--- config.mk ---
export PLATFORM = sky130hd
export DESIGN_NAME = calculator_top
export DESIGN_NICKNAME = d
export VERILOG_FILES = /design/src/verilog/calc_pkg.sv /design/src/verilog/calc_display_if.sv /design/src/verilog/segment_decoder.sv /design/src/verilog/operand_calculator.sv /design/src/verilog/display_frame_builder.sv /design/src/verilog/display_scanner.sv /design/src/verilog/calculator_top.sv
export VERILOG_INCLUDE_DIRS = /design/src /design/src/verilog
export SDC_FILE = /design/constraint.sdc
export NUM_CORES = 1
export LEC_CHECK = 0
export ABC_AREA = 1
export ABC_CLOCK_PERIOD_IN_PS = 3300
export BUFFER_PORTS_ARGS = -buffer_cell sky130_fd_sc_hd__buf_2
export CORE_UTILIZATION = 57
export DETAILED_ROUTE_END_ITERATION = 10
export PLACE_DENSITY = 0.76
export SETUP_SLACK_MARGIN = 0.3
export SYNTH_ARGS = -nofsm -noshare
export SYNTH_HDL_FRONTEND = slang
export SYNTH_SLANG_ARGS = --single-unit
--- constraint.sdc ---
create_clock -name clk -period 3.3 [get_ports clk]
set_clock_uncertainty 0.2 [all_clocks]
set_input_delay 0.165 -clock clk [delete_from_list [all_inputs] [get_ports clk]]
set_output_delay 0.165 -clock clk [all_outputs]
set_load 0.05 [all_outputs]
--- src/verilog/calc_params.svh ---
`ifndef CALC_PARAMS_SVH
`define CALC_PARAMS_SVH

// operation select codes
`define CALC_OP_ADD  2'b00               // x plus y
`define CALC_OP_SUB  2'b01               // x minus y
`define CALC_OP_MUL  2'b10               // x times y
`define CALC_OP_NONE 2'b11               // zero result, blank op digit

`define CALC_MAG_MAX 4'd9                // largest decimal magnitude

// active-low glyphs, bit order g down to a
`define CALC_GLYPH_BLANK 7'b1111111      // all segments off
`define CALC_GLYPH_MINUS 7'b0111111      // segment g only

`define CALC_OP_DIGIT_ADD 4'd2           // digit shown for add
`define CALC_OP_DIGIT_SUB 4'd4           // digit shown for sub
`define CALC_OP_DIGIT_MUL 4'd7           // digit shown for mul

`define CALC_REFRESH_TICKS 10000         // cycles per lit digit

`endif

--- src/verilog/calc_pkg.sv ---
package calc_pkg;

    ////////////////////////////////////////
    // operand side
    ////////////////////////////////////////

    typedef logic [3:0] magnitude_t;     // decimal magnitude 0 to 9

    typedef logic [4:0] operand_t;       // sign in bit 4, magnitude below

    typedef logic [1:0] op_code_t;       // add, sub, mul or none

    typedef logic [6:0] result_mag_t;    // result magnitude up to 81

    ////////////////////////////////////////
    // display side
    ////////////////////////////////////////

    typedef logic [2:0] digit_sel_t;     // scan position 0 to 7

    typedef logic [6:0] segments_t;      // active low, g down to a

    typedef logic [7:0] anode_t;         // active low, one per digit

endpackage

--- src/verilog/calc_display_if.sv ---
`timescale 1ns/1ps

// registered calculator state as seen by the display
interface calc_display_if;

    logic                   valid;       // registers loaded since reset
    calc_pkg::operand_t     x;           // clamped first operand
    calc_pkg::operand_t     y;           // clamped second operand
    calc_pkg::op_code_t     op;          // registered operation code
    calc_pkg::result_mag_t  result_mag;  // magnitude of the result
    logic                   result_neg;  // sign, never set for zero

    modport producer (
        output valid, x, y, op, result_mag, result_neg
    );

    modport consumer (
        input valid, x, y, op, result_mag, result_neg
    );

endinterface

--- src/verilog/segment_decoder.sv ---
`timescale 1ns/1ps
`include "calc_params.svh"

// decimal digit to active-low segments, bit order g down to a
module segment_decoder (
    input  calc_pkg::magnitude_t  digit,
    output calc_pkg::segments_t   sseg
);

    always_comb
    begin
        case (digit)
            4'd0:    sseg = 7'b1000000;      // all but g
            4'd1:    sseg = 7'b1111001;      // b c
            4'd2:    sseg = 7'b0100100;
            4'd3:    sseg = 7'b0110000;
            4'd4:    sseg = 7'b0011001;
            4'd5:    sseg = 7'b0010010;
            4'd6:    sseg = 7'b0000010;
            4'd7:    sseg = 7'b1111000;      // a b c
            4'd8:    sseg = 7'b0000000;      // every segment
            4'd9:    sseg = 7'b0010000;
            default: sseg = `CALC_GLYPH_BLANK; // 10 to 15 unlit
        endcase
    end

endmodule

--- src/verilog/operand_calculator.sv ---
`timescale 1ns/1ps
`include "calc_params.svh"

module operand_calculator (
    input  logic                clk,
    input  logic                reset_calculator,
    input  logic [9:0]          switches,
    input  calc_pkg::op_code_t  operation,
    calc_display_if.producer    result_port
);

    calc_pkg::magnitude_t  x_mag;        // clamped x magnitude
    calc_pkg::magnitude_t  y_mag;        // clamped y magnitude
    logic signed [7:0]     x_value;      // x as two's complement
    logic signed [7:0]     y_value;      // y as two's complement
    logic signed [7:0]     result_value; // signed result, -81 to 81
    logic [7:0]            result_abs;   // absolute value of result

    ////////////////////////////////////////
    // clamp and sign extend
    ////////////////////////////////////////

    assign x_mag = (switches[3:0] > `CALC_MAG_MAX) ? `CALC_MAG_MAX : switches[3:0];
    assign y_mag = (switches[8:5] > `CALC_MAG_MAX) ? `CALC_MAG_MAX : switches[8:5];

    assign x_value = switches[4] ? -$signed({4'b0000, x_mag})
                                 : $signed({4'b0000, x_mag}); // bit 4 is x sign
    assign y_value = switches[9] ? -$signed({4'b0000, y_mag})
                                 : $signed({4'b0000, y_mag}); // bit 9 is y sign

    ////////////////////////////////////////
    // arithmetic
    ////////////////////////////////////////

    always_comb
    begin
        case (operation)
            `CALC_OP_ADD: result_value = x_value + y_value;   // -18 to 18
            `CALC_OP_SUB: result_value = x_value - y_value;   // -18 to 18
            `CALC_OP_MUL: result_value = x_value * y_value;   // -81 to 81
            default:      result_value = 8'sd0;               // no operation
        endcase
    end

    assign result_abs = result_value[7] ? -result_value : result_value;

    ////////////////////////////////////////
    // output registers
    ////////////////////////////////////////

    always_ff @(posedge clk or posedge reset_calculator)
    begin
        if (reset_calculator)
        begin
            result_port.valid      <= 1'b0;
            result_port.x          <= '0;
            result_port.y          <= '0;
            result_port.op         <= '0;
            result_port.result_mag <= '0;
            result_port.result_neg <= 1'b0;
        end
        else
        begin
            result_port.valid      <= 1'b1;                    // set on first edge
            result_port.x          <= {switches[4], x_mag};
            result_port.y          <= {switches[9], y_mag};
            result_port.op         <= operation;
            result_port.result_mag <= result_abs[6:0];         // never above 81
            result_port.result_neg <= result_value[7] && (result_abs != 8'd0); // no minus zero
        end
    end

endmodule

--- src/verilog/display_frame_builder.sv ---
`timescale 1ns/1ps
`include "calc_params.svh"

module display_frame_builder (
    calc_display_if.consumer     result_port,
    input  calc_pkg::digit_sel_t digit_sel,
    output calc_pkg::segments_t  glyph
);

    calc_pkg::magnitude_t  tens;          // result tens digit
    calc_pkg::magnitude_t  ones;          // result ones digit
    calc_pkg::magnitude_t  op_digit;      // digit standing for the operation
    calc_pkg::segments_t   x_glyph;
    calc_pkg::segments_t   y_glyph;
    calc_pkg::segments_t   tens_glyph;
    calc_pkg::segments_t   ones_glyph;
    calc_pkg::segments_t   op_glyph;

    // minus sign or nothing
    function automatic calc_pkg::segments_t sign_glyph(input logic negative);
        return negative ? `CALC_GLYPH_MINUS : `CALC_GLYPH_BLANK;
    endfunction

    ////////////////////////////////////////
    // digit split
    ////////////////////////////////////////

    assign tens = calc_pkg::magnitude_t'(result_port.result_mag / 7'd10); // 0 to 8
    assign ones = calc_pkg::magnitude_t'(result_port.result_mag % 7'd10); // 0 to 9

    always_comb
    begin
        case (result_port.op)
            `CALC_OP_ADD: op_digit = `CALC_OP_DIGIT_ADD;
            `CALC_OP_SUB: op_digit = `CALC_OP_DIGIT_SUB;
            `CALC_OP_MUL: op_digit = `CALC_OP_DIGIT_MUL;
            default:      op_digit = 4'd0;           // masked below
        endcase
    end

    ////////////////////////////////////////
    // decoders
    ////////////////////////////////////////

    segment_decoder i_x_decoder    (.digit(result_port.x[3:0]), .sseg(x_glyph));
    segment_decoder i_y_decoder    (.digit(result_port.y[3:0]), .sseg(y_glyph));
    segment_decoder i_ones_decoder (.digit(ones),               .sseg(ones_glyph));
    segment_decoder i_tens_decoder (.digit(tens),               .sseg(tens_glyph));
    segment_decoder i_op_decoder   (.digit(op_digit),           .sseg(op_glyph));

    // position table
    always_comb
    begin
        if (!result_port.valid)
        begin
            glyph = `CALC_GLYPH_BLANK;             // nothing loaded yet
        end
        else
        begin
            case (digit_sel)
                3'd0:    glyph = x_glyph;
                3'd1:    glyph = sign_glyph(result_port.x[4]);    // x sign
                3'd2:    glyph = y_glyph;
                3'd3:    glyph = sign_glyph(result_port.y[4]);    // y sign
                3'd4:    glyph = ones_glyph;
                3'd5:    glyph = tens_glyph;
                3'd6:    glyph = sign_glyph(result_port.result_neg);
                default: glyph = (result_port.op == `CALC_OP_NONE) ? `CALC_GLYPH_BLANK
                                                                   : op_glyph;
            endcase
        end
    end

endmodule

--- src/verilog/display_scanner.sv ---
`timescale 1ns/1ps
`include "calc_params.svh"

module display_scanner #(
    parameter int refresh_ticks = `CALC_REFRESH_TICKS
) (
    input  logic                  clk,
    input  logic                  reset_calculator,
    input  calc_pkg::segments_t   glyph,
    output calc_pkg::digit_sel_t  digit_sel,
    output calc_pkg::segments_t   sseg,
    output calc_pkg::anode_t      anodes
);

    localparam int tick_width = (refresh_ticks > 1) ? $clog2(refresh_ticks) : 1;
    localparam logic [tick_width-1:0] tick_last = tick_width'(refresh_ticks - 1);

    logic [tick_width-1:0]  tick_count;   // cycles spent on current digit
    calc_pkg::digit_sel_t   digit_count;  // digit being lit
    logic                   tick_wrap;    // last cycle of this digit

    assign tick_wrap = (tick_count == tick_last);

    ////////////////////////////////////////
    // refresh divider and digit counter
    ////////////////////////////////////////

    always_ff @(posedge clk or posedge reset_calculator)
    begin
        if (reset_calculator)
        begin
            tick_count  <= '0;
            digit_count <= '0;            // start on position 0
        end
        else if (tick_wrap)
        begin
            tick_count  <= '0;
            digit_count <= digit_count + 3'd1; // 7 wraps to 0
        end
        else
        begin
            tick_count  <= tick_count + 1'b1;
        end
    end

    // one-cold anode enable
    assign anodes    = ~(8'b0000_0001 << digit_count);
    assign digit_sel = digit_count;       // to the frame builder
    assign sseg      = glyph;             // glyph arrives combinationally

endmodule

--- src/verilog/calculator_top.sv ---
`timescale 1ns/1ps
`include "calc_params.svh"

module calculator_top #(
    parameter int refresh_ticks = `CALC_REFRESH_TICKS
) (
    input  logic        clk,
    input  logic        reset_calculator,
    input  logic [9:0]  switches,         // y in 9:5, x in 4:0
    input  logic [1:0]  operation,        // add, sub, mul, none
    output logic [6:0]  sseg,             // active low, g down to a
    output logic [7:0]  anodes            // active low digit enables
);

    calc_pkg::digit_sel_t  digit_sel;     // position being scanned
    calc_pkg::segments_t   glyph;         // pattern for that position

    calc_display_if calc_bus ();          // calculator to display

    operand_calculator i_operand_calculator (
        .clk              (clk),
        .reset_calculator (reset_calculator),
        .switches         (switches),
        .operation        (operation),
        .result_port      (calc_bus.producer)
    );

    display_frame_builder i_display_frame_builder (
        .result_port (calc_bus.consumer),
        .digit_sel   (digit_sel),
        .glyph       (glyph)
    );

    display_scanner #(
        .refresh_ticks (refresh_ticks)
    ) i_display_scanner (
        .clk              (clk),
        .reset_calculator (reset_calculator),
        .glyph            (glyph),
        .digit_sel        (digit_sel),
        .sseg             (sseg),
        .anodes           (anodes)
    );

endmodule

# --- After elaboration in Yosys (flattened, before gate mapping) ---
# Memory sizes are Yosys's and may differ from the RTL's.
# Cells that the tools add are included.
totals:
  ff_bits: 38
  rom_bits: 560
  in_bits: 14
  output_inout_bits: 15
  elab_cells: 58
  n_memories: 5
memory_table:
  columns: ["name", "depth", "word_bits", "read_ports", "rd_ports_with_merged_regs", "write_ports", "line_no", "rtl"]
  rows:
  - ["(name not given)", 16, 7, 1, 0, 0, "segment_decoder.sv:12", "case (digit)"]
  - ["(name not given)", 16, 7, 1, 0, 0, "segment_decoder.sv:12", null]
  - ["(name not given)", 16, 7, 1, 0, 0, "segment_decoder.sv:12", null]
  - ["(name not given)", 16, 7, 1, 0, 0, "segment_decoder.sv:12", null]
  - ["(name not given)", 16, 7, 1, 0, 0, "segment_decoder.sv:12", null]
op_classes:
  add_sub_neg: 7
  multipliers: 1
  div: 2
  magnitude_cmp: 2
  n_eq_ne: 12
  n_shift: 1
  mux: 14
  n_bitwise: 1
  reduce_logical: 5
ops:
  columns: ["operator", "n"]
  rows:
  - ["$pmux W7 S7", 1]
  - ["$mux W7", 5]
  - ["$mux W8", 3]
  - ["$pmux W8 S3", 1]
  - ["$neg A4 Y8", 2]
  - ["$add A14 B1 Y14 const B", 1]
  - ["$eq A14 B14 Y1 const B", 1]
  - ["$mux W14", 1]
  - ["$eq A3 B3 Y1 const B", 3]
  - ["$pmux W3 S3", 1]
  - ["$add A8 B8 Y8", 1]
  - ["$gt A4 B4 Y1 const B", 2]
  - ["$mul A8 B8 Y8", 1]
  - ["$mux W4", 2]
  - ["$neg A8 Y8", 1]
  - ["$not A8 Y8", 1]
  - ["$reduce_bool A8 Y1", 1]
  - ["$shl A1 B3 Y8 const A", 1]
  - ["$sub A8 B8 Y8", 1]
  - ["$div A7 B4 Y7 const B", 1]
  - ["$mod A7 B4 Y7 const B", 1]
  - ["$eq A2 B2 Y1 const B", 3]
  - ["$eq A3 B2 Y1 const B", 2]
  - ["$eq A2 B1 Y1 const B", 2]
  - ["5 further kinds", 6]

# --- Logic depth before layout (Yosys ltp) ---
depth:
  depth_word: 10
  mapped_depth: 35
  mapped_depth_nobuf: 35

# --- Modules after synthesis ---
# From an unflattened synthesis, not the netlist that was laid out.
unflattened:
  cells_unflattened: 855
  hier_area_um2: 5507.8
modules_own_cells:
  columns: ["mod", "n_inst", "cells_per_inst", "area_each_um2", "seq_area_each_um2"]
  rows:
  - ["operand_calculator", 1, 413, 2787.7, 525.5]
  - ["display_scanner", 1, 142, 1091.0, 425.4]
  - ["segment_decoder", 5, 35, 187.7, 0.0]
  - ["display_frame_builder", 1, 125, 690.7, 0.0]

# --- Worst setup path after synthesis ---
# No wires, ideal clock.
synth_path:
  path_type: "input port to flip-flop"
  from: "input port switches[2]"
  to: "register i_operand_calculator.result_port.result_neg"
  setup_time_ns: 0.115
  t_arrival_ns: 4.497
  t_required_ns: 2.985
  path_slack_ns: -1.513
  path_stages: 29
  n_path_buf: 0
  path_cell_list: "o21ai_1 nand2_1 inv_2 ha_1 nand2_1 nand2_2 inv_1 nor2_2 fa_1 fa_1 fa_1 fa_1 ha_1 nand3_1 nand3_1 nand3_1 nand2_1 nand2_1 nand3_1 nand2_1 nand2_2 nand3_4 nand2_4 nand2_1 nand2_2 nor2_1 nand2_1 nor2_1 nor2_1"
synth_via:
  elab_chain_len: 10
  word_cells_on_any_way: 12
  cone_classes: "add/sub: 4; mul: 1; order compare: 1; mux: 4; reduce/logical: 2"
synth_lines:
  columns: ["element", "line_no", "rtl"]
  rows:
  - ["start: declaration", "calculator_top.sv:9", "input logic [9:0] switches,"]
  - ["$gt A4 B4 Y1 (no line) *", null, null]
  - ["$mux W4 *", "operand_calculator.sv:23", "assign x_mag = (switches[3:0] > `CALC_MAG_MAX) ? `CALC_MAG_MAX : switches[3:0];"]
  - ["net i_operand_calculator.x_mag[0]", "operand_calculator.sv:12", "calc_pkg::magnitude_t x_mag;"]
  - ["$neg A4 Y8", "operand_calculator.sv:26", "assign x_value = switches[4] ? -$signed({4'b0000, x_mag})"]
  - ["$mux W8 *", "operand_calculator.sv:26", null]
  - ["$mul A8 B8 Y8 (tied with other cells)", "operand_calculator.sv:40", "`CALC_OP_MUL: result_value = x_value * y_value;"]
  - ["$pmux W8 S3 *", "operand_calculator.sv:37", "case (operation)"]
  - ["$neg A8 Y8", "operand_calculator.sv:45", "assign result_abs = result_value[7] ? -result_value : result_value;"]
  - ["$mux W8 *", "operand_calculator.sv:45", null]
  - ["net i_operand_calculator.result_abs[4]", "operand_calculator.sv:17", "logic [7:0] result_abs;"]
  - ["$reduce_bool A8 Y1 *", "operand_calculator.sv:69", "result_port.result_neg <= result_value[7] && (result_abs != 8'd0);"]
  - ["$logic_and A1 B1 Y1 *", "operand_calculator.sv:69", null]
  - ["end signal: assignment", "operand_calculator.sv:69", null]
  - ["end: declaration", "calc_display_if.sv:14", "output valid, x, y, op, result_mag, result_neg"]
# The timed path passes the listed nets; every way through them passes the cells marked *.
# A chain may end at the register's enable or synchronous reset.

# --- Worst setup path in the final report ---
# Ends and elaborated chain as after synthesis.

==> impl_metrics.tcl <==
set metrics [dict create \
    arrival_ns 4.85 \
    start_util_pct 58.9 \
    n_antenna_cell 0 \
    yosysUniqueCellTypes 40 \
    synth_cells 766 \
    synth_area_um2 5140 \
    die_w_um 97.0 \
    worst_pin_slew_ns 0.540 \
    reg2reg_from "i_display_scanner.tick_count[2]" \
    synth_edf_count 0 \
    area_delta_synth_final_pct 41.9 \
    clk_path_buf_depth 2 \
    grt_pass1_wl_mm 24.8 \
    gp_congestion 0.934 \
    dr.pass1.iters 7 \
    path_clk_slew_ns 0.08 \
    yosys_most_used_dff "dfrtp_1" \
    clock-sinks 38 \
    fin_nets 1017 \
    cts_tree "done" \
    maxCapViolCount 0 \
    antenna_found_initial 0 \
    yosys_warnings 0 \
    ys_seq_area_share_pct 18.5 \
    ctsRootBufferMaster "clkbuf_8" \
    path_class "primary input to flop" \
    ant_nets 0 \
    pin_count 29 \
    slew_viol_final 0 \
    p_leak_nw 3.86 \
    ir_drop_mv 0.778 \
    wl_mm 16.0 \
    holdCritPathClass "primary input to flop" \
    core_area_um2 8720 \
    fmax_mhz 205 \
    synth_seq_cells 38 \
    clk-insertion-delay-late_ns 0.29 \
    power_density_nw_per_um2 888 \
    critical_path.startpoint_type "primary input" \
    cp_common_cell "nand2_2" \
    slew_headroom_pct 63.7 \
    max_stage_delay_ns 0.55 \
    violations "setup timing" \
    cp_slowest_cell "fa_1" \
    die-area_um2 9400 \
    dieHeight_um 97.0 \
    run_status "finished with violations" \
    hold_ws_ns 0.0360 \
    critPathLaunch "switches[2]" \
    synth_area_per_cell_um2 6.71 \
    cts.htree.levels 2 \
    grt_usage_pct 31.9 \
    syn_nets 863 \
    post_drt_wl_per_cell_um 15.5 \
    required_ns 3.28 \
    fin_ws_ns -1.57 \
    fin_crit_sh_pct 148 \
    remaining_drc_errors 0 \
    grt_pass1_vias 5573 \
    synthArstFlopShare_pct 100 \
    timing.final.hold_violations 0 \
    hold_start "switches[9]" \
    vias 5684 \
    path_max_fanout 7 \
    setup_violations 14 \
    drive_gt1_share_pct 36.7 \
    rsz0062_at_grt "true" \
    first_iter_violations 340 \
    cts_buffers 5 \
    grt.overflow.total 0 \
    fin_crit_ns 4.87 \
    viasPerCell 5.52 \
    hpwl_mm 11.3 \
    place_ws_ns -1.76 \
    fp-row-count 34 \
    io_buffer_count 28 \
    endpoint_kind "flop" \
    grt_max_degree 25 \
]
## report_power, final
part	total, mW	leakage [nW]	switching [mW]	internal, mW
registers	0.591	0.474	0.0737	0.517
clock network	0.411	0.0585	0.165	0.247
logic	5.47	3.32	3.11	2.36
## kinds of logic (layout without fill, tap and decap cells)
logic type	Yosys count	after routing	share of synthesized area, %
buffers and inverters	179	334	13.2
other	1	1	0.0730
flip-flops	38	38	18.5
XOR/XNOR	16	16	2.73
AO/OA/AOI/OAI	80	80	9.01
adder cells (fa/ha/maj)	83	83	22.1
AND/OR/NAND/NOR	369	369	34.4
## through the flow
| step | cell area (µm²) | power, mW | instances | setup TNS, ns | utilization [%] |
|---|---|---|---|---|---|
| 3_5_place_dp | 6510 | 5.34 | 991 | -11.37 | 74.7 |
| 6_report | 7290 | 6.47 | 1029 | -11.18 | 83.6 |
| 2_1_floorplan | 5540 | 4.00 | 766 | -7.63 | - |
| 4_1_cts | 6980 | 6.05 | 1014 | -9.68 | 80.1 |
| 5_1_grt | 7290 | 6.99 | 1029 | -13.29 | 83.6 |
| 3_3_place_gp | 6510 | 5.19 | 991 | -9.90 | 74.7 |
## registers in the layout, summed over array words and instances, names as in the netlist
signal                                       flops
i_display_scanner.tick_count                    14
i_operand_calculator.result_port.result_mag      7
i_operand_calculator.result_port.x               5
i_operand_calculator.result_port.y               5
i_display_scanner.digit_sel                      3
i_operand_calculator.result_port.op              2
i_operand_calculator.result_port.result_neg      1
i_operand_calculator.result_port.valid           1
## synthesized netlist by cell type (2+ instances only)
| cell type | count | area, µm² |
|---|---|---|
| nand3_2 | 4 | 40.0 |
| dfrtp_1 | 38 | 951 |
| nand3_1 | 62 | 310 |
| nand2_4 | 7 | 78.8 |
| o21ai_2 | 2 | 17.5 |
| o22ai_1 | 3 | 18.8 |
| nor2_1 | 77 | 289 |
| ha_1 | 70 | 876 |
| a31oi_1 | 3 | 18.8 |
| xor2_1 | 13 | 114 |
| xnor2_1 | 3 | 26.3 |
| nand3b_1 | 4 | 30.0 |
| o21ai_0 | 29 | 145 |
| nor4_1 | 2 | 12.5 |
| o21ai_1 | 11 | 55.1 |
| or2_2 | 2 | 12.5 |
| nand4_4 | 2 | 42.5 |
| nor3_1 | 7 | 35.0 |
| o211ai_1 | 3 | 22.5 |
| inv_1 | 160 | 601 |
| nand4_1 | 10 | 62.6 |
| nand2_1 | 164 | 616 |
| nand3_4 | 4 | 70.1 |
| a21oi_1 | 24 | 120 |
| inv_2 | 14 | 52.6 |
| fa_1 | 13 | 260 |
| clkbuf_1 | 3 | 11.3 |
| nand2_2 | 17 | 106 |
| nor2_2 | 4 | 25.0 |
## timing repair
| action | in CTS | in global routing |
|---|---|---|
| gates resized for setup | 65 | 55 |
| buffers inserted | 11 | 14 |
| pin swaps | 44 | 38 |
| setup endpoints to repair | 14 | 14 |
| hold buffers | 4 | 1 |
| endpoints found under the hold margin | 18 | 1 |
## critical path, delay by kind of cell
kind | cells | cell delay (ns)
fa+ha+maj | 6 | 2.26
simple gates | 20 | 1.85
buf+inv | 5 | 0.32
compound gates | 2 | 0.25
## cell usage in the layout, fill, tap and decap left out, types with 17 or more instances in the layout
| master | netlist | final |
|---|---|---|
| a21oi_1 | 24 | 21 |
| nand2_2 | 17 | 36 |
| o21ai_0 | 29 | 23 |
| nor2_1 | 77 | 64 |
| buf_2 | 1 | 18 |
| ha_1 | 70 | 52 |
| inv_1 | 160 | 139 |
| nand3_2 | 4 | 22 |
| buf_4 | 1 | 108 |
| nand3_1 | 62 | 35 |
| dfrtp_1 | 38 | 37 |
| nand2_1 | 164 | 136 |
| ha_4 | 0 | 17 |
| inv_2 | 14 | 30 |
## worst paths after layout
| kind | slack, ns | cells after the start | endpoint |
|---|---|---|---|
| setup / recovery | -1.57 | 33 | i_operand_calculator.result_port.result_neg |
| hold / removal | 0.04 | 2 | i_operand_calculator.result_port.y[4] |
| setup reg to reg | 1.03 | 16 | i_display_scanner.tick_count[13] |
| hold reg to reg | 0.26 | 1 | i_display_scanner.tick_count[0] |
| max in group asynchronous | 1.91 | 4 | i_operand_calculator.result_port.result_mag[6] |
| min in group asynchronous | 0.26 | 3 | i_operand_calculator.result_port.y[1] |
## per-layer routing
layer | share of wire [%] | track usage [%] | routed length, µm | vias up
met2 | 51 | 59.3 | 8210 | 250
met3 | 7.1 | 5.06 | 1130 | 82
met5 | 0 | 0 | 0 | -
met1 | 37 | 37.5 | 5900 | 2653
met4 | 4.6 | 9.07 | 736 | 0
li1 | - | - | - | 2699
## area by class of cell
cell class | instances | area (µm²)
flip-flops and latches | 38 | 952
clock inverters | 1 | 30.0
repair buffers | 152 | 1210
well taps | 108 | 135
fillers | 494 | 1430
clock buffers | 7 | 86.3
inverters | 174 | 666
multi-input cells | 549 | 4210
Power figures use the tool's default switching activity.
